## src/logic/cache_geom_pkg.sv

```systemverilog
`default_nettype none

package cache_geom_pkg;

  // Address split of a 32-bit byte address into tag, set and line offset
  localparam int offset_bits    = 6;
  localparam int set_bits       = 5;
  localparam int way_bits       = 2;
  localparam int tag_bits       = 21;
  localparam int line_words     = 16;
  localparam int data_addr_bits = 9;

  typedef logic [way_bits-1:0] way_t;
  typedef logic [set_bits-1:0] set_t;

  // One tag RAM entry, the upper bits always read as zero
  typedef struct packed {
    logic [31-tag_bits-2:0] pad;
    logic                   dirty;
    logic                   valid;
    logic [tag_bits-1:0]    tag;
  } tag_word_t;

  typedef enum logic [1:0] {req_nop, req_io, req_fill, req_init} req_kind_t;

  // Phases that the controller hands to the line mover
  typedef enum logic [1:0] {mode_io, mode_wb, mode_fill, mode_init} xfer_mode_t;

endpackage

`default_nettype wire

```

## src/logic/cache_bus_pkg.sv

```systemverilog
`default_nettype none

package cache_bus_pkg;

  // Avalon master widths
  localparam int addr_bits = 32;
  localparam int data_bits = 32;
  localparam int be_bits   = 4;

  // Every line transfer is one burst of a full line
  localparam int burst_len  = 16;
  localparam int burst_bits = 5;

  localparam int cmd_fifo_depth = 2;

  // One queued Avalon command
  typedef struct packed {
    logic [addr_bits-1:0]  address;
    logic [be_bits-1:0]    byte_en;
    logic                  read;
    logic                  write;
    logic [data_bits-1:0]  wdata;
    logic                  begin_burst;
    logic [burst_bits-1:0] burst_count;
  } bus_cmd_t;

endpackage

`default_nettype wire

```

## src/logic/cache_if.sv

```systemverilog
`default_nettype none

// Command path from the line mover into the bus command FIFO
interface bus_cmd_if;
  logic                    push;
  cache_bus_pkg::bus_cmd_t cmd;
  logic                    full;
  logic                    empty;

  modport producer (output push, output cmd, input full, input empty);
  modport fifo (input push, input cmd, output full, output empty);
endinterface

// Phase handoff from the request FSM to the line mover
interface xfer_if;
  logic                                     start;
  cache_geom_pkg::xfer_mode_t               mode;
  cache_geom_pkg::way_t                     way;
  logic [cache_bus_pkg::addr_bits-1:0]      line_addr;
  logic [cache_bus_pkg::addr_bits-1:0]      io_address;
  logic                                     io_read;
  logic                                     io_write;
  logic [cache_bus_pkg::data_bits-1:0]      io_wdata;
  logic [cache_bus_pkg::be_bits-1:0]        io_byte_en;
  logic                                     busy;

  modport controller (output start, output mode, output way, output line_addr,
                      output io_address, output io_read, output io_write,
                      output io_wdata, output io_byte_en, input busy);
  modport mover (input start, input mode, input way, input line_addr,
                 input io_address, input io_read, input io_write,
                 input io_wdata, input io_byte_en, output busy);
endinterface

`default_nettype wire

```

## src/logic/bus_cmd_fifo.sv

```systemverilog
`default_nettype none

module bus_cmd_fifo (
  input  logic                    clk,
  input  logic                    rest,
  bus_cmd_if.fifo                 bus,
  output cache_bus_pkg::bus_cmd_t head,
  output logic                    valid,
  input  logic                    pop
);

  cache_bus_pkg::bus_cmd_t mem [cache_bus_pkg::cmd_fifo_depth];
  logic [$clog2(cache_bus_pkg::cmd_fifo_depth)-1:0] rd_ptr;
  logic [$clog2(cache_bus_pkg::cmd_fifo_depth)-1:0] wr_ptr;
  logic [$clog2(cache_bus_pkg::cmd_fifo_depth+1)-1:0] count;
  logic take;
  logic store;

  assign bus.empty = count == '0;
  assign bus.full  = count == ($bits(count))'(cache_bus_pkg::cmd_fifo_depth);

  // An empty FIFO shows the incoming command at once
  assign valid = !bus.empty || bus.push;
  assign head  = bus.empty ? bus.cmd : mem[rd_ptr];

  assign take  = pop && !bus.empty;
  // A command that bypasses straight to the bus is never stored
  assign store = bus.push && !(bus.empty && pop);

  always_ff @(posedge clk) begin
    if (store) begin
      mem[wr_ptr] <= bus.cmd;
    end
  end

  always_ff @(posedge clk or negedge rest) begin
    if (!rest) begin
      rd_ptr <= '0;
      wr_ptr <= '0;
      count  <= '0;
    end else begin
      if (store) begin
        wr_ptr <= wr_ptr + 1'b1;
      end
      if (take) begin
        rd_ptr <= rd_ptr + 1'b1;
      end
      count <= count + ($bits(count))'(store) - ($bits(count))'(take);
    end
  end

  // A push into a full FIFO is only safe while its head leaves in the same cycle
  assert property (@(posedge clk) disable iff (!rest)
    bus.push && bus.full |-> pop)
    else $error("command pushed into a full FIFO that was not draining");

endmodule

`default_nettype wire

```

## src/logic/victim_select.sv

```systemverilog
`default_nettype none

module victim_select (
  input  logic                 clk,
  input  logic                 rest,
  input  logic                 free_valid,
  input  cache_geom_pkg::way_t free_way,
  input  cache_geom_pkg::set_t victim_set,
  input  logic                 victim_take,
  output cache_geom_pkg::way_t victim_way
);

  // Round-robin pointer per set
  cache_geom_pkg::way_t rr [2**cache_geom_pkg::set_bits];

  // A free way always wins over eviction
  assign victim_way = free_valid ? free_way : rr[victim_set];

  always_ff @(posedge clk or negedge rest) begin
    if (!rest) begin
      for (int i = 0; i < 2**cache_geom_pkg::set_bits; i++) begin
        rr[i] <= '0;
      end
    end else if (victim_take && !free_valid) begin
      rr[victim_set] <= rr[victim_set] + 1'b1;
    end
  end

endmodule

`default_nettype wire

```

## src/logic/xfer_ctrl.sv

```systemverilog
`default_nettype none

module xfer_ctrl (
  input  logic                                clk,
  input  logic                                rest,
  input  cache_geom_pkg::req_kind_t           req_kind,
  input  logic [cache_bus_pkg::addr_bits-1:0] req_address,
  input  logic                                req_read,
  input  logic                                req_write,
  input  logic [cache_bus_pkg::data_bits-1:0] req_wdata,
  input  logic [cache_bus_pkg::be_bits-1:0]   req_byte_en,
  input  cache_geom_pkg::tag_word_t           tag_read_data,
  input  cache_geom_pkg::way_t                victim_way,
  output logic                                req_done,
  output cache_geom_pkg::set_t                tag_read_set,
  output cache_geom_pkg::way_t                tag_read_way,
  output cache_geom_pkg::set_t                victim_set,
  output logic                                victim_take,
  xfer_if.controller                          x
);

  typedef enum logic [2:0] {
    st_idle, st_io, st_look_addr, st_look_data, st_wb, st_fill, st_init
  } state_t;

  state_t                                   state;
  cache_geom_pkg::way_t                     way_q;
  cache_geom_pkg::set_t                     req_set;
  logic [cache_geom_pkg::tag_bits-1:0]      req_tag;
  logic [cache_bus_pkg::addr_bits-1:0]      new_line;
  logic                                     phase_end;

  assign req_set  = req_address[cache_geom_pkg::offset_bits +: cache_geom_pkg::set_bits];
  assign req_tag  = req_address[cache_bus_pkg::addr_bits-1 -: cache_geom_pkg::tag_bits];
  assign new_line = {req_tag, req_set, {cache_geom_pkg::offset_bits{1'b0}}};

  assign victim_set   = req_set;
  assign victim_take  = state == st_idle && req_kind == cache_geom_pkg::req_fill;
  assign tag_read_set = req_set;
  assign tag_read_way = way_q;

  // Io fields stay stable for the whole request
  assign x.way        = way_q;
  assign x.io_address = req_address;
  assign x.io_read    = req_read;
  assign x.io_write   = req_write;
  assign x.io_wdata   = req_wdata;
  assign x.io_byte_en = req_byte_en;

  // Busy rises one cycle after start, so both must be low
  assign phase_end = !x.start && !x.busy;
  assign req_done  = phase_end && (state == st_io || state == st_fill || state == st_init);

  // ==========================================================
  // Request FSM
  // ==========================================================
  always_ff @(posedge clk or negedge rest) begin
    if (!rest) begin
      state       <= st_idle;
      way_q       <= '0;
      x.start     <= 1'b0;
      x.mode      <= cache_geom_pkg::mode_io;
      x.line_addr <= '0;
    end else begin
      x.start <= 1'b0;
      case (state)
        st_idle: begin
          case (req_kind)
            cache_geom_pkg::req_io: begin
              x.start <= 1'b1;
              x.mode  <= cache_geom_pkg::mode_io;
              state   <= st_io;
            end
            cache_geom_pkg::req_fill: begin
              way_q <= victim_way;
              state <= st_look_addr;
            end
            cache_geom_pkg::req_init: begin
              x.start <= 1'b1;
              x.mode  <= cache_geom_pkg::mode_init;
              state   <= st_init;
            end
            default: begin
              state <= st_idle;
            end
          endcase
        end
        st_look_addr: begin
          state <= st_look_data;
        end
        st_look_data: begin
          x.start <= 1'b1;
          // Only a valid and modified line has to go back to memory
          if (tag_read_data.valid && tag_read_data.dirty) begin
            x.mode      <= cache_geom_pkg::mode_wb;
            x.line_addr <= {tag_read_data.tag, req_set, {cache_geom_pkg::offset_bits{1'b0}}};
            state       <= st_wb;
          end else begin
            x.mode      <= cache_geom_pkg::mode_fill;
            x.line_addr <= new_line;
            state       <= st_fill;
          end
        end
        st_wb: begin
          if (phase_end) begin
            x.start     <= 1'b1;
            x.mode      <= cache_geom_pkg::mode_fill;
            x.line_addr <= new_line;
            state       <= st_fill;
          end
        end
        default: begin
          if (phase_end) begin
            state <= st_idle;
          end
        end
      endcase
    end
  end

  // The done logic counts on busy following start by exactly one cycle
  assert property (@(posedge clk) disable iff (!rest)
    x.start |=> x.busy)
    else $error("line mover did not turn busy after start");

endmodule

`default_nettype wire

```

## src/logic/line_mover.sv

```systemverilog
`default_nettype none

module line_mover (
  input  logic                                     clk,
  input  logic                                     rest,
  input  logic [cache_bus_pkg::data_bits-1:0]      data_read_data,
  input  logic [cache_bus_pkg::data_bits-1:0]      av_read_data,
  input  logic                                     av_read_data_valid,
  output logic [cache_geom_pkg::data_addr_bits-1:0] data_read_addr,
  output cache_geom_pkg::way_t                     data_read_way,
  output logic [cache_geom_pkg::data_addr_bits-1:0] data_write_addr,
  output cache_geom_pkg::way_t                     data_write_way,
  output logic [cache_bus_pkg::data_bits-1:0]      data_write_data,
  output logic                                     data_write_en,
  output cache_geom_pkg::set_t                     tag_write_set,
  output cache_geom_pkg::way_t                     tag_write_way,
  output cache_geom_pkg::tag_word_t                tag_write_data,
  output logic                                     tag_write_en,
  output logic [cache_bus_pkg::data_bits-1:0]      req_rdata,
  xfer_if.mover                                    x,
  bus_cmd_if.producer                              bus
);

  // Words read from RAM, commands pushed and words returned
  logic [4:0] rd_cnt, push_cnt, ret_cnt;
  logic [cache_geom_pkg::set_bits+cache_geom_pkg::way_bits:0] init_cnt;
  logic                                   rd_issue, rd_pending, hold_valid;
  logic                                   arrive, init_wr, finish;
  logic [cache_bus_pkg::data_bits-1:0]    hold_data;
  cache_geom_pkg::set_t                   line_set;

  assign line_set       = x.line_addr[cache_geom_pkg::offset_bits +: cache_geom_pkg::set_bits];
  assign data_read_addr = {line_set, rd_cnt[3:0]};
  assign data_read_way  = x.way;
  assign data_write_way = x.way;

  assign arrive  = x.busy && x.mode == cache_geom_pkg::mode_fill && av_read_data_valid;
  assign init_wr = x.busy && x.mode == cache_geom_pkg::mode_init &&
                   !init_cnt[cache_geom_pkg::set_bits+cache_geom_pkg::way_bits];
  // A new RAM read only when the hold register is sure to be free on its return
  assign rd_issue = x.busy && x.mode == cache_geom_pkg::mode_wb && !rd_pending &&
                    rd_cnt < cache_geom_pkg::line_words && (!hold_valid || bus.push);

  // ==========================================================
  // Bus command build
  // ==========================================================
  always_comb begin
    bus.push            = 1'b0;
    bus.cmd             = '0;
    bus.cmd.address     = x.line_addr + (cache_bus_pkg::addr_bits'(push_cnt) << 2);
    bus.cmd.byte_en     = '1;
    bus.cmd.begin_burst = push_cnt == '0;
    bus.cmd.burst_count = cache_bus_pkg::burst_bits'(cache_bus_pkg::burst_len);
    case (x.mode)
      cache_geom_pkg::mode_io: begin
        bus.push            = x.busy && push_cnt == '0 && !bus.full;
        bus.cmd.address     = x.io_address;
        bus.cmd.byte_en     = x.io_byte_en;
        bus.cmd.read        = x.io_read;
        bus.cmd.write       = x.io_write;
        bus.cmd.wdata       = x.io_wdata;
        bus.cmd.begin_burst = 1'b0;
        bus.cmd.burst_count = cache_bus_pkg::burst_bits'(1);
      end
      cache_geom_pkg::mode_wb: begin
        bus.push      = x.busy && hold_valid && !bus.full;
        bus.cmd.write = 1'b1;
        bus.cmd.wdata = hold_data;
      end
      cache_geom_pkg::mode_fill: begin
        bus.push     = x.busy && push_cnt < cache_bus_pkg::burst_len && !bus.full;
        bus.cmd.read = 1'b1;
      end
      default: begin
        bus.push = 1'b0;
      end
    endcase
  end

  always_comb begin
    case (x.mode)
      cache_geom_pkg::mode_io:
        finish = push_cnt != '0 && (x.io_read ? av_read_data_valid : bus.empty);
      cache_geom_pkg::mode_wb:
        finish = push_cnt == cache_bus_pkg::burst_len && bus.empty;
      cache_geom_pkg::mode_fill:
        finish = data_write_en && ret_cnt == cache_geom_pkg::line_words;
      default:
        finish = init_cnt[cache_geom_pkg::set_bits+cache_geom_pkg::way_bits];
    endcase
  end

  always_ff @(posedge clk or negedge rest) begin
    if (!rest) begin
      x.busy        <= 1'b0;
      rd_cnt        <= '0;
      push_cnt      <= '0;
      ret_cnt       <= '0;
      init_cnt      <= '0;
      rd_pending    <= 1'b0;
      hold_valid    <= 1'b0;
      data_write_en <= 1'b0;
      tag_write_en  <= 1'b0;
    end else begin
      rd_pending    <= rd_issue;
      data_write_en <= arrive;
      // The fill tag goes out together with the first data word
      tag_write_en  <= (arrive && ret_cnt == '0) || init_wr;
      if (x.start) begin
        x.busy   <= 1'b1;
        rd_cnt   <= '0;
        push_cnt <= '0;
        ret_cnt  <= '0;
        init_cnt <= '0;
      end else begin
        if (finish) x.busy <= 1'b0;
        if (rd_issue) rd_cnt <= rd_cnt + 1'b1;
        if (bus.push) push_cnt <= push_cnt + 1'b1;
        if (arrive) ret_cnt <= ret_cnt + 1'b1;
        if (init_wr) init_cnt <= init_cnt + 1'b1;
      end
      if (rd_pending) begin
        hold_valid <= 1'b1;
      end else if (bus.push && x.mode == cache_geom_pkg::mode_wb) begin
        hold_valid <= 1'b0;
      end
    end
  end

  always_ff @(posedge clk) begin
    if (rd_pending) hold_data <= data_read_data;
    if (arrive) begin
      data_write_addr <= {line_set, ret_cnt[3:0]};
      data_write_data <= av_read_data;
    end
    if (x.busy && x.mode == cache_geom_pkg::mode_io && av_read_data_valid) begin
      req_rdata <= av_read_data;
    end
    if (x.mode == cache_geom_pkg::mode_init) begin
      {tag_write_way, tag_write_set} <=
        init_cnt[cache_geom_pkg::set_bits+cache_geom_pkg::way_bits-1:0];
      tag_write_data <= '0;
    end else begin
      tag_write_way  <= x.way;
      tag_write_set  <= line_set;
      tag_write_data <= '{pad: '0, dirty: 1'b0, valid: 1'b1,
                          tag: x.line_addr[cache_bus_pkg::addr_bits-1 -: cache_geom_pkg::tag_bits]};
    end
  end

  // Fill data can only come back for a read that has already been pushed
  assert property (@(posedge clk) disable iff (!rest) arrive |-> ret_cnt < push_cnt)
    else $error("fill data returned without an outstanding read");

endmodule

`default_nettype wire

```

## src/logic/cache_refill.sv

```systemverilog
`default_nettype none

module cache_refill (
  input  logic                                      clk,
  input  logic                                      rest,
  input  cache_geom_pkg::req_kind_t                 req_kind,
  input  logic [cache_bus_pkg::addr_bits-1:0]       req_address,
  input  logic                                      req_read,
  input  logic                                      req_write,
  input  logic [cache_bus_pkg::data_bits-1:0]       req_wdata,
  input  logic [cache_bus_pkg::be_bits-1:0]         req_byte_en,
  input  logic                                      free_valid,
  input  cache_geom_pkg::way_t                      free_way,
  output logic                                      req_done,
  output logic [cache_bus_pkg::data_bits-1:0]       req_rdata,
  output logic [cache_bus_pkg::addr_bits-1:0]       av_address,
  output logic [cache_bus_pkg::be_bits-1:0]         av_byte_en,
  output logic                                      av_read,
  output logic                                      av_write,
  output logic [cache_bus_pkg::data_bits-1:0]       av_wdata,
  output logic                                      av_begin_burst,
  output logic [cache_bus_pkg::burst_bits-1:0]      av_burst_count,
  input  logic                                      av_wait_request,
  input  logic [cache_bus_pkg::data_bits-1:0]       av_read_data,
  input  logic                                      av_read_data_valid,
  output logic [cache_geom_pkg::data_addr_bits-1:0] data_read_addr,
  output cache_geom_pkg::way_t                      data_read_way,
  input  logic [cache_bus_pkg::data_bits-1:0]       data_read_data,
  output logic [cache_geom_pkg::data_addr_bits-1:0] data_write_addr,
  output cache_geom_pkg::way_t                      data_write_way,
  output logic [cache_bus_pkg::data_bits-1:0]       data_write_data,
  output logic                                      data_write_en,
  output cache_geom_pkg::set_t                      tag_read_set,
  output cache_geom_pkg::way_t                      tag_read_way,
  input  cache_geom_pkg::tag_word_t                 tag_read_data,
  output cache_geom_pkg::set_t                      tag_write_set,
  output cache_geom_pkg::way_t                      tag_write_way,
  output cache_geom_pkg::tag_word_t                 tag_write_data,
  output logic                                      tag_write_en
);

  xfer_if    xfer ();
  bus_cmd_if bus_cmd ();

  cache_bus_pkg::bus_cmd_t head;
  logic                    head_valid;
  cache_geom_pkg::set_t    victim_set;
  cache_geom_pkg::way_t    victim_way;
  logic                    victim_take;

  // The FIFO head drives the Avalon master directly
  assign av_address     = head.address;
  assign av_byte_en     = head.byte_en;
  assign av_read        = head_valid && head.read;
  assign av_write       = head_valid && head.write;
  assign av_wdata       = head.wdata;
  assign av_begin_burst = head.begin_burst;
  assign av_burst_count = head.burst_count;

  xfer_ctrl xfer_ctrl_inst (
    .clk, .rest, .req_kind, .req_address, .req_read, .req_write, .req_wdata,
    .req_byte_en, .tag_read_data, .victim_way, .req_done, .tag_read_set,
    .tag_read_way, .victim_set, .victim_take, .x (xfer.controller)
  );

  victim_select victim_select_inst (
    .clk, .rest, .free_valid, .free_way, .victim_set, .victim_take, .victim_way
  );

  line_mover line_mover_inst (
    .clk, .rest, .data_read_data, .av_read_data, .av_read_data_valid,
    .data_read_addr, .data_read_way, .data_write_addr, .data_write_way,
    .data_write_data, .data_write_en, .tag_write_set, .tag_write_way,
    .tag_write_data, .tag_write_en, .req_rdata,
    .x (xfer.mover), .bus (bus_cmd.producer)
  );

  bus_cmd_fifo bus_cmd_fifo_inst (
    .clk, .rest, .bus (bus_cmd.fifo), .head, .valid (head_valid),
    .pop (!av_wait_request)
  );

endmodule

`default_nettype wire

```

## config.mk

```make
export PLATFORM = sky130hd
export DESIGN_NAME = cache_refill
export DESIGN_NICKNAME = d
export VERILOG_FILES = /design/src/logic/cache_geom_pkg.sv /design/src/logic/cache_bus_pkg.sv /design/src/logic/cache_if.sv /design/src/logic/bus_cmd_fifo.sv /design/src/logic/victim_select.sv /design/src/logic/xfer_ctrl.sv /design/src/logic/line_mover.sv /design/src/logic/cache_refill.sv
export SDC_FILE = /design/constraint.sdc
export NUM_CORES = 1
export LEC_CHECK = 0
export BUFFER_PORTS_ARGS = -buffer_cell sky130_fd_sc_hd__buf_4
export CAP_MARGIN = 20
export CORE_MARGIN = 4
export CORE_UTILIZATION = 49
export DETAILED_ROUTE_END_ITERATION = 10
export GPL_ROUTABILITY_DRIVEN = 1
export GPL_TIMING_DRIVEN = 1
export PLACE_DENSITY = 0.76
export SLEW_MARGIN = 20
export SYNTH_ARGS = -nofsm -noshare
export SYNTH_HDL_FRONTEND = slang
export SYNTH_SLANG_ARGS = --single-unit
```

## constraint.sdc

```tcl
create_clock -name clk -period 5.2 [get_ports clk]
set_input_delay 0.52 -clock clk [delete_from_list [all_inputs] [get_ports clk]]
set_output_delay 0.52 -clock clk [all_outputs]
set_load 0.1 [all_outputs]
```

==> out/metrics.yaml, run 1 <==
outcome: "finished clean"
worst-path-buf-inv: 1
grt.total_usage: 0.2182
top_layer_used: "met4"
drt_iter0_drc: 734
ys_seq_area_frac: 0.6370
finClkSkew_ps: 23.11
rsz0062_at_grt: "no"
fp.dieArea_um2: 39550
syn_area_per_cell_um2: 13.08
critPathMaxFanout: 8
end_kind: "primary output"
postCtsSetupRepairBufs: 0
die_w_um: 198.9
ctsHoldBuffers: 0
num_vias: 11920
via_per_inst: 5.458
cts_tree: "built"
synth_edf_count: 251
holdCritPathClass: "in2async"
slowest_delay_ps: 710
layoutNonFillerInstCount: 2183
route.detailed.drc: 0
rows: 69
crit_path_cell_trace: "ha_1 > nand3_1 > nor4_2 > nand4_1 > xnor2_1 > o21ai_0 > a21o_1 > buf_4"
slowest_stage: "nor4_2"
drt-pass1-iter-count: 5
synth_area_leaders: "edfxtp_1 (42%), dfrtp_1 (18%), mux2i_1 (7.6%)"
drive_above_1_share: 0.3126
path_clk_slew_ps: 60
dpl.cell_count: 2100
met3_length_um: 3298
area_growth_pct: 24.16
crit_required_ps: 4680
routedWlPerCell_um: 20.78
drt_wl_total_um: 45360
fmax_mhz: 257.9
cts_root_buf: "clkbuf_16"
core-area_um2: 35740
yosysTopAreaCell: "edfxtp_1"
cts.htree.levels: 2
cpLargestDelayFamily: "simple AND/OR/NAND/NOR gates"
start_util: 0.4994
grt_pass1_vias: 11910
synth-seq-cells: 410
finalSetupViolations: 0
synth_top_area_frac: 0.4223
overflow: 0
grt_max_degree: 112
dp_slack_ps: 1844
gp_congestion: 0.8297
synth_cell_types: 67
clock_sinks: 410
drv_cap: 0
worstPathArrival_ps: 3360
synth_ff_type: "edfxtp_1"
cp-start-kind: "flip-flop"
dp_hpwl_um: 31240
ant_nets: 0
tightest_slew_ps: 1075
yosysWarnings: 0
die_y_um: 198.9
max_slew_margin: 0.2831
final_nets: 1876
post-route-period-util: 0.7457
io_buffers: 363
io_pins: 386
hold_viol_final: 0
fin_ws_ps: 1322
cts_made_buffers: 44
finalMaxSlewViolations: 0
worstSkewPairLatency_ps: 560
met2_length_um: 22480
wl_met1_um: 18580
n_fill_cell: 2706
antenna_found_initial: 1
clk_path_buf_depth: 3
netlist_instances: 1365
netlist_area_um2: 17850
cts_resized: 0
path_class: "reg2out"
ys_async_sr_fraction: 0.3171
post-route-min-period_ps: 3878
grt_first_pass_wirelength_um: 67680
==> synth_stat cells, types with 19 or more instances <==
| library cell | instances |
|---|---|
| buf_4 | 35 |
| o21ai_0 | 112 |
| dfxtp_1 | 29 |
| xor2_1 | 22 |
| mux2i_1 | 135 |
| edfxtp_1 | 251 |
| inv_1 | 19 |
| dfrtp_1 | 130 |
| nor2_1 | 75 |
| nor2b_1 | 24 |
| xnor2_1 | 22 |
| a22o_1 | 32 |
| nand2_1 | 137 |
| clkbuf_1 | 49 |
| mux2_2 | 77 |
| nand3_1 | 28 |
==> state kept, by name (all words and copies together), names as in the netlist, 3 cells and up <==
| name | flops |
|---|---|
| line_mover_inst.tag_write_set | 5 |
| line_mover_inst.req_rdata | 32 |
| line_mover_inst.init_cnt | 8 |
| line_mover_inst.tag_write_data | 22 |
| xfer_ctrl_inst.state | 3 |
| line_mover_inst.hold_data | 32 |
| line_mover_inst.data_write_addr | 9 |
| line_mover_inst.push_cnt | 5 |
| bus_cmd_fifo_inst.mem | 146 |
| line_mover_inst.rd_cnt | 5 |
| line_mover_inst.data_write_data | 32 |
| xfer_ctrl_inst.x.line_addr | 26 |
| line_mover_inst.ret_cnt | 5 |
| victim_select_inst.rr | 64 |
==> final timing paths <==
path                                                     from                             end  slack [ps]  cells past startpoint
worst max-delay path            xfer_ctrl_inst.x.line_addr[6]                  av_address[29]        1320                      8
worst min-delay path                                     rest  xfer_ctrl_inst.x.line_addr[24]          20                      1
worst max register to register       xfer_ctrl_inst.x.mode[1]    bus_cmd_fifo_inst.mem[1][49]        1850                      8
worst min register to register      victim_select_inst.rr[42]       victim_select_inst.rr[42]         490                      2
max in group asynchronous                                rest       victim_select_inst.rr[53]        4030                      2
min in group clk                           data_read_data[13]   line_mover_inst.hold_data[13]         130                      1
==> cell type report <==
| class | instances | area, um2 | area share |
|---|---|---|---|
| clock inverter | 22 | 145.1 | 0.006549 |
| inverter | 19 | 71.32 | 0.003218 |
| multi-input combinational | 836 | 5938 | 0.2679 |
| sequential | 410 | 11370 | 0.5132 |
| timing repair buffer | 375 | 2877 | 0.1298 |
| antenna | 1 | 2.502 | 0.0001129 |
| clock buffer | 59 | 1177 | 0.05312 |
| tap | 461 | 576.8 | 0.02603 |
==> routing by layer <==
| layer | global-route usage | up-vias |
|---|---|---|
| met5 | 0 | - |
| met4 | 0.06155 | 0 |
| met3 | 0.04455 | 64 |
| met2 | 0.3695 | 428 |
| met1 | 0.2882 | 5841 |
| li1 | - | 5582 |
==> kinds of logic after synthesis <==
group	count (synthesis)	share of synthesized area
flops	410	0.6370
simple gates	341	0.09155
mux	212	0.1243
compound gates	210	0.07655
buf+inv	131	0.03673
xor+xnor	45	0.02313
fa+ha+maj	15	0.01051
other cells	1	0.0002101
==> cells in the final DEF, fill, tap and decap left out, types with 3 or more instances in the layout <==
master,count
a21o_1,16
a21oi_1,9
a22o_1,32
and2_1,5
and3_1,12
and4_1,3
buf_12,3
buf_4,370
clkbuf_1,13
clkbuf_16,44
clkinv_1,8
clkinv_2,6
clkinvlp_4,3
conb_1,13
dfrtp_1,129
dfxtp_1,29
edfxtp_1,251
ha_1,14
inv_1,19
mux2_2,77
mux2i_1,135
nand2_1,137
nand2b_1,9
nand3_1,28
nand3b_1,4
nand4_1,17
nor2_1,72
nor2_4,4
nor2b_1,24
nor3_1,9
o21ai_0,112
o221ai_1,8
o22ai_1,4
o32ai_1,8
xnor2_1,22
xor2_1,22
==> through the flow <==
stage	instance area, um2	hold slack (ps)	utilization	setup TNS (ps)
after detailed placement	20810	470.7	0.5821	0
after global routing	22160	106.9	0.6201	0
final	22160	17.01	0.6201	0
after CTS	22130	85.83	0.6191	0
after global placement	20810	463.0	0.5821	0
after floorplan	17890	224.4	-	-12170
Power of run 1 is left out: the tool's default activity adds up to more than one toggle a clock period on the data nets, which glitch-free logic cannot reach.
==> run 2, diff against run 1 <==
--- a/config.mk
+++ b/config.mk
@@ -8,11 +8,11 @@
 export BUFFER_PORTS_ARGS = -buffer_cell sky130_fd_sc_hd__buf_4
 export CAP_MARGIN = 20
 export CORE_MARGIN = 4
-export CORE_UTILIZATION = 49
+export CORE_UTILIZATION = 50
 export DETAILED_ROUTE_END_ITERATION = 10
 export GPL_ROUTABILITY_DRIVEN = 1
 export GPL_TIMING_DRIVEN = 1
-export PLACE_DENSITY = 0.76
+export PLACE_DENSITY = 0.74
 export SLEW_MARGIN = 20
 export SYNTH_ARGS = -nofsm -noshare
 export SYNTH_HDL_FRONTEND = slang
==> constraint.sdc (replaced) <==
create_clock -name clk -period 4 [get_ports clk]
set_input_delay 0.4 -clock clk [delete_from_list [all_inputs] [get_ports clk]]
set_output_delay 0.4 -clock clk [all_outputs]
set_load 0.1 [all_outputs]
==> out/metrics.yaml, run 2 (same netlist as run 1, synthesis figures left out) <==
worstPathArrival_ps: 3260
clock_sinks: 410
core-area_um2: 34880
routedWlPerCell_um: 20.38
drt_iter0_drc: 763
gp_congestion: 0.8195
hold_viol_final: 0
area_growth_pct: 25.23
overflow: 0
post-route-period-util: 0.9141
largest-register: "bus_cmd_fifo_inst.mem"
cts_made_buffers: 43
clk_path_buf_depth: 3
slowest_stage: "dfrtp_1"
cpLargestDelayFamily: "simple AND/OR/NAND/NOR gates"
met3_length_um: 3257
cts_root_buf: "clkbuf_16"
io_buffers: 363
grt.total_usage: 0.2229
grt_pass1_vias: 12060
via_per_inst: 5.431
crit_required_ps: 3600
final_common_cell: "buf_4"
cts_tree: "built"
largest_register_ffs: 146
cp.depth: 9
cpMostUsedCell: "ha_1"
n_fill_cell: 2628
antenna_found_initial: 3
finalSetupViolations: 0
grt_max_degree: 62
cts.htree.levels: 2
ant_nets: 0
grt_first_pass_wirelength_um: 68880
critPathMaxFanout: 5
start_util: 0.5117
io_pins: 386
slowest_delay_ps: 460
drv_cap: 0
reg_top3: "bus_cmd_fifo_inst.mem x146, victim_select_inst.rr x64"
layout_common_cells: "buf_4 (382), edfxtp_1 (251), nand2_1 (137)"
max_slew_margin: 0.3006
finClkSkew_ps: 18.41
post-route-min-period_ps: 3656
num_vias: 11930
drive_above_1_share: 0.3172
drt_wl_total_um: 44780
whs_path_depth: 1
route.detailed.drc: 0
crit_path_cell_trace: "ha_1 > ha_1 > and4_1 > nand4_1 > nor4_1 > xor2_1 > nor2_1 > o22ai_1 > buf_4"
top_layer_used: "met5"
cts_resized: 0
drt-pass1-iter-count: 5
outcome: "finished clean"
path_class: "reg2out"
end_kind: "primary output"
tightest_slew_ps: 1047
die_y_um: 196.9
holdCritPathClass: "in2reg"
worstSkewPairLatency_ps: 550
fin_ws_ps: 343.5
fp.dieArea_um2: 38790
die_w_um: 196.9
final_nets: 1895
rsz0062_at_grt: "no"
worst-path-buf-inv: 1
reg2reg_depth: 9
cp-start-kind: "flip-flop"
dp_slack_ps: 955.8
fmax_mhz: 273.5
rows: 68
met2_length_um: 21790
dp_hpwl_um: 31260
path_clk_slew_ps: 60
finalMaxSlewViolations: 0
wl_met1_um: 18590
run 2: repair_timing:
action / CTS / global route
hold buffers: 8 / 1
setup buffers: 0 / 0
hold endpoints to repair: 66 / 1
run 2: metal layers:
| layer | vias to the layer above | GRT usage |
|---|---|---|
| li1 | 5619 | - |
| met1 | 5832 | 0.2947 |
| met2 | 406 | 0.3745 |
| met3 | 72 | 0.05043 |
| met4 | 2 | 0.06163 |
| met5 | - | 0 |
run 2: through the flow:
step,utilization,cells,cell area (um2),hold slack [ps],TNS [ps]
after floorplan,-,1377,17900,104.4,-10330
after global placement,0.5988,2106,20890,408.9,0
after detailed placement,0.5988,2106,20890,420.3,0
after CTS,0.6404,2194,22340,0.5140,0
after global routing,0.6408,2197,22350,1.312,0
final,0.6408,2197,22350,22.32,0
run 2: worst paths after layout:
path / to / startpoint / slack [ps]
max reg2reg: bus_cmd_fifo_inst.mem[1][48] / line_mover_inst.push_cnt[0] / 1100
max in group asynchronous: line_mover_inst.rd_cnt[0] / rest / 2620
min in group asynchronous: victim_select_inst.rr[32] / rest / 390
min reg2reg: victim_select_inst.rr[34] / victim_select_inst.rr[34] / 480
max: av_address[28] / xfer_ctrl_inst.x.line_addr[6] / 340
min: line_mover_inst.hold_data[25] / data_read_data[25] / 20
run 2: cell type report:
cell class,instances,area (um2),area share
timing repair buffer,395,3029,0.1355
clock buffer,63,1222,0.05469
tap,455,569.3,0.02547
multi-input combinational,836,5934,0.2655
inverter,19,71.32,0.003191
clock inverter,17,146.4,0.006549
antenna,2,5.005,0.0002239
sequential,410,11370,0.5089
Power of run 2 is left out for the same reason.
==> run 3, diff against run 2 <==
--- a/config.mk
+++ b/config.mk
@@ -8,11 +8,11 @@
 export BUFFER_PORTS_ARGS = -buffer_cell sky130_fd_sc_hd__buf_4
 export CAP_MARGIN = 20
 export CORE_MARGIN = 4
-export CORE_UTILIZATION = 50
+export CORE_UTILIZATION = 55
 export DETAILED_ROUTE_END_ITERATION = 10
 export GPL_ROUTABILITY_DRIVEN = 1
 export GPL_TIMING_DRIVEN = 1
-export PLACE_DENSITY = 0.74
+export PLACE_DENSITY = 0.81
 export SLEW_MARGIN = 20
 export SYNTH_ARGS = -nofsm -noshare
 export SYNTH_HDL_FRONTEND = slang
==> out/metrics.yaml, run 3 (same netlist as run 1, synthesis figures left out) <==
ctsHoldBuffers: 0
slowest_stage: "dfrtp_1"
worstReg2RegStart: "line_mover_inst.push_cnt[0]"
worstReg2RegEnd: "bus_cmd_fifo_inst.mem[0][61]"
path_clk_slew_ps: 60
end_kind: "primary output"
start_util: 0.5613
critPathMaxFanout: 5
outcome: "finished, violations left"
layout_common_cells: "buf_4 (379), edfxtp_1 (251), nand2_1 (137)"
via_per_inst: 5.569
grt_pass1_vias: 12060
path_class: "reg2out"
grt.total_usage: 0.2442
worstSkewPairLatency_ps: 530
io_buffers: 363
slowest_delay_ps: 470
clk_path_buf_depth: 3
drt-pass1-iter-count: 5
fp.dieArea_um2: 35400
ant_nets: 0
drive_above_1_share: 0.3179
core-area_um2: 31800
drv_cap: 0
post-route-min-period_ps: 3781
postCtsSetupRepairBufs: 0
die_w_um: 188.2
cts_tree: "built"
gp_congestion: 0.8549
crit_path_cell_trace: "ha_1 > ha_1 > and4_1 > and4_1 > nand3_1 > xor2_1 > o21ai_0 > a21o_1 > buf_4"
holdCritPathClass: "in2async"
hold_viol_final: 17
tightest_slew_ps: 1081
antenna_found_initial: 7
final_core_util: 0.6989
num_vias: 12060
reg_top3: "bus_cmd_fifo_inst.mem x146, victim_select_inst.rr x64"
holdWs_ps: -27.74
cp-start-kind: "flip-flop"
largest-register: "bus_cmd_fifo_inst.mem"
route.detailed.drc: 0
clock_sinks: 410
io_pins: 386
crit_required_ps: 3600
grt_first_pass_wirelength_um: 69060
post-route-period-util: 0.9451
finClkSkew_ps: 10.93
final_nets: 1884
rsz0062_at_grt: "no"
cts.htree.levels: 2
rows: 65
routedWlPerCell_um: 20.66
regToRegSetupSlack_ps: 1160
cts_resized: 0
die_y_um: 188.2
fmax_mhz: 264.5
finalSetupViolations: 0
drt_iter0_drc: 755
grt_max_degree: 109
area_growth_pct: 24.51
final_common_cell: "buf_4"
largest_register_ffs: 146
cts_made_buffers: 42
dp_hpwl_um: 31320
reg2reg_depth: 9
finalMaxSlewViolations: 0
max_slew_margin: 0.2779
dp_slack_ps: 858.1
fin_ws_ps: 219.5
cts_root_buf: "clkbuf_16"
drt_wl_total_um: 44750
failed_checks: "negative hold slack"
overflow: 0
worstPathArrival_ps: 3380
==> run 3: metal layers <==
metal / vias to the layer above / share of wire / global-route usage
met1: 5923 / 0.40 / 0.3194
met4: 4 / 0.027 / 0.07369
li1: 5606 / - / -
met2: 452 / 0.50 / 0.4140
met5: - / 0.00047 / 0
met3: 77 / 0.071 / 0.05101
==> run 3: layout make-up <==
| type | instances | area, um2 |
|---|---|---|
| Tap cell | 435 | 544.3 |
| Clock buffer | 58 | 1152 |
| Clock inverter | 19 | 188.9 |
| Antenna cell | 4 | 10.01 |
| Multi-Input combinational cell | 836 | 5923 |
| Fill cell | 2186 | 9575 |
| Timing Repair Buffer | 385 | 2959 |
| Inverter | 19 | 71.32 |
| Sequential cell | 410 | 11370 |
==> run 3: stage by stage <==
| step | setup TNS [ps] | std cells | area, um2 |
|---|---|---|---|
| 3_3_place_gp | 0 | 2085 | 20870 |
| 3_5_place_dp | 0 | 2085 | 20870 |
| 2_1_floorplan | -10330 | 1377 | 17900 |
| 6_report | 0 | 2166 | 22220 |
| 5_1_grt | 0 | 2166 | 22220 |
| 4_1_cts | 0 | 2162 | 22210 |
==> run 3: how the worst max path moves through the flow <==
stage / slack (ps) / cells past startpoint / start / endpoint
6_report: 220 / 9 / xfer_ctrl_inst.x.line_addr[6] / av_address[22]
3_5_place_dp: 860 / 9 / xfer_ctrl_inst.x.line_addr[6] / av_address[22]
5_1_grt: 30 / 9 / xfer_ctrl_inst.x.line_addr[6] / av_address[22]
2_1_floorplan: -70 / 7 / xfer_ctrl_inst.x.mode[1] / bus_cmd_fifo_inst.mem[0][0]
3_3_place_gp: 910 / 9 / xfer_ctrl_inst.x.line_addr[6] / av_address[22]
4_1_cts: 260 / 9 / xfer_ctrl_inst.x.line_addr[6] / av_address[22]
==> run 3: critical path: cells and delay by family (launching register included) <==
family,cells,cell delay [ps]
AND/OR/NAND/NOR,3,770
AO/OA/AOI/OAI,2,700
flip-flops,1,470
adder cells (fa/ha/maj),2,460
buffers and inverters,1,290
XOR/XNOR,1,150
Power of run 3 is left out for the same reason.
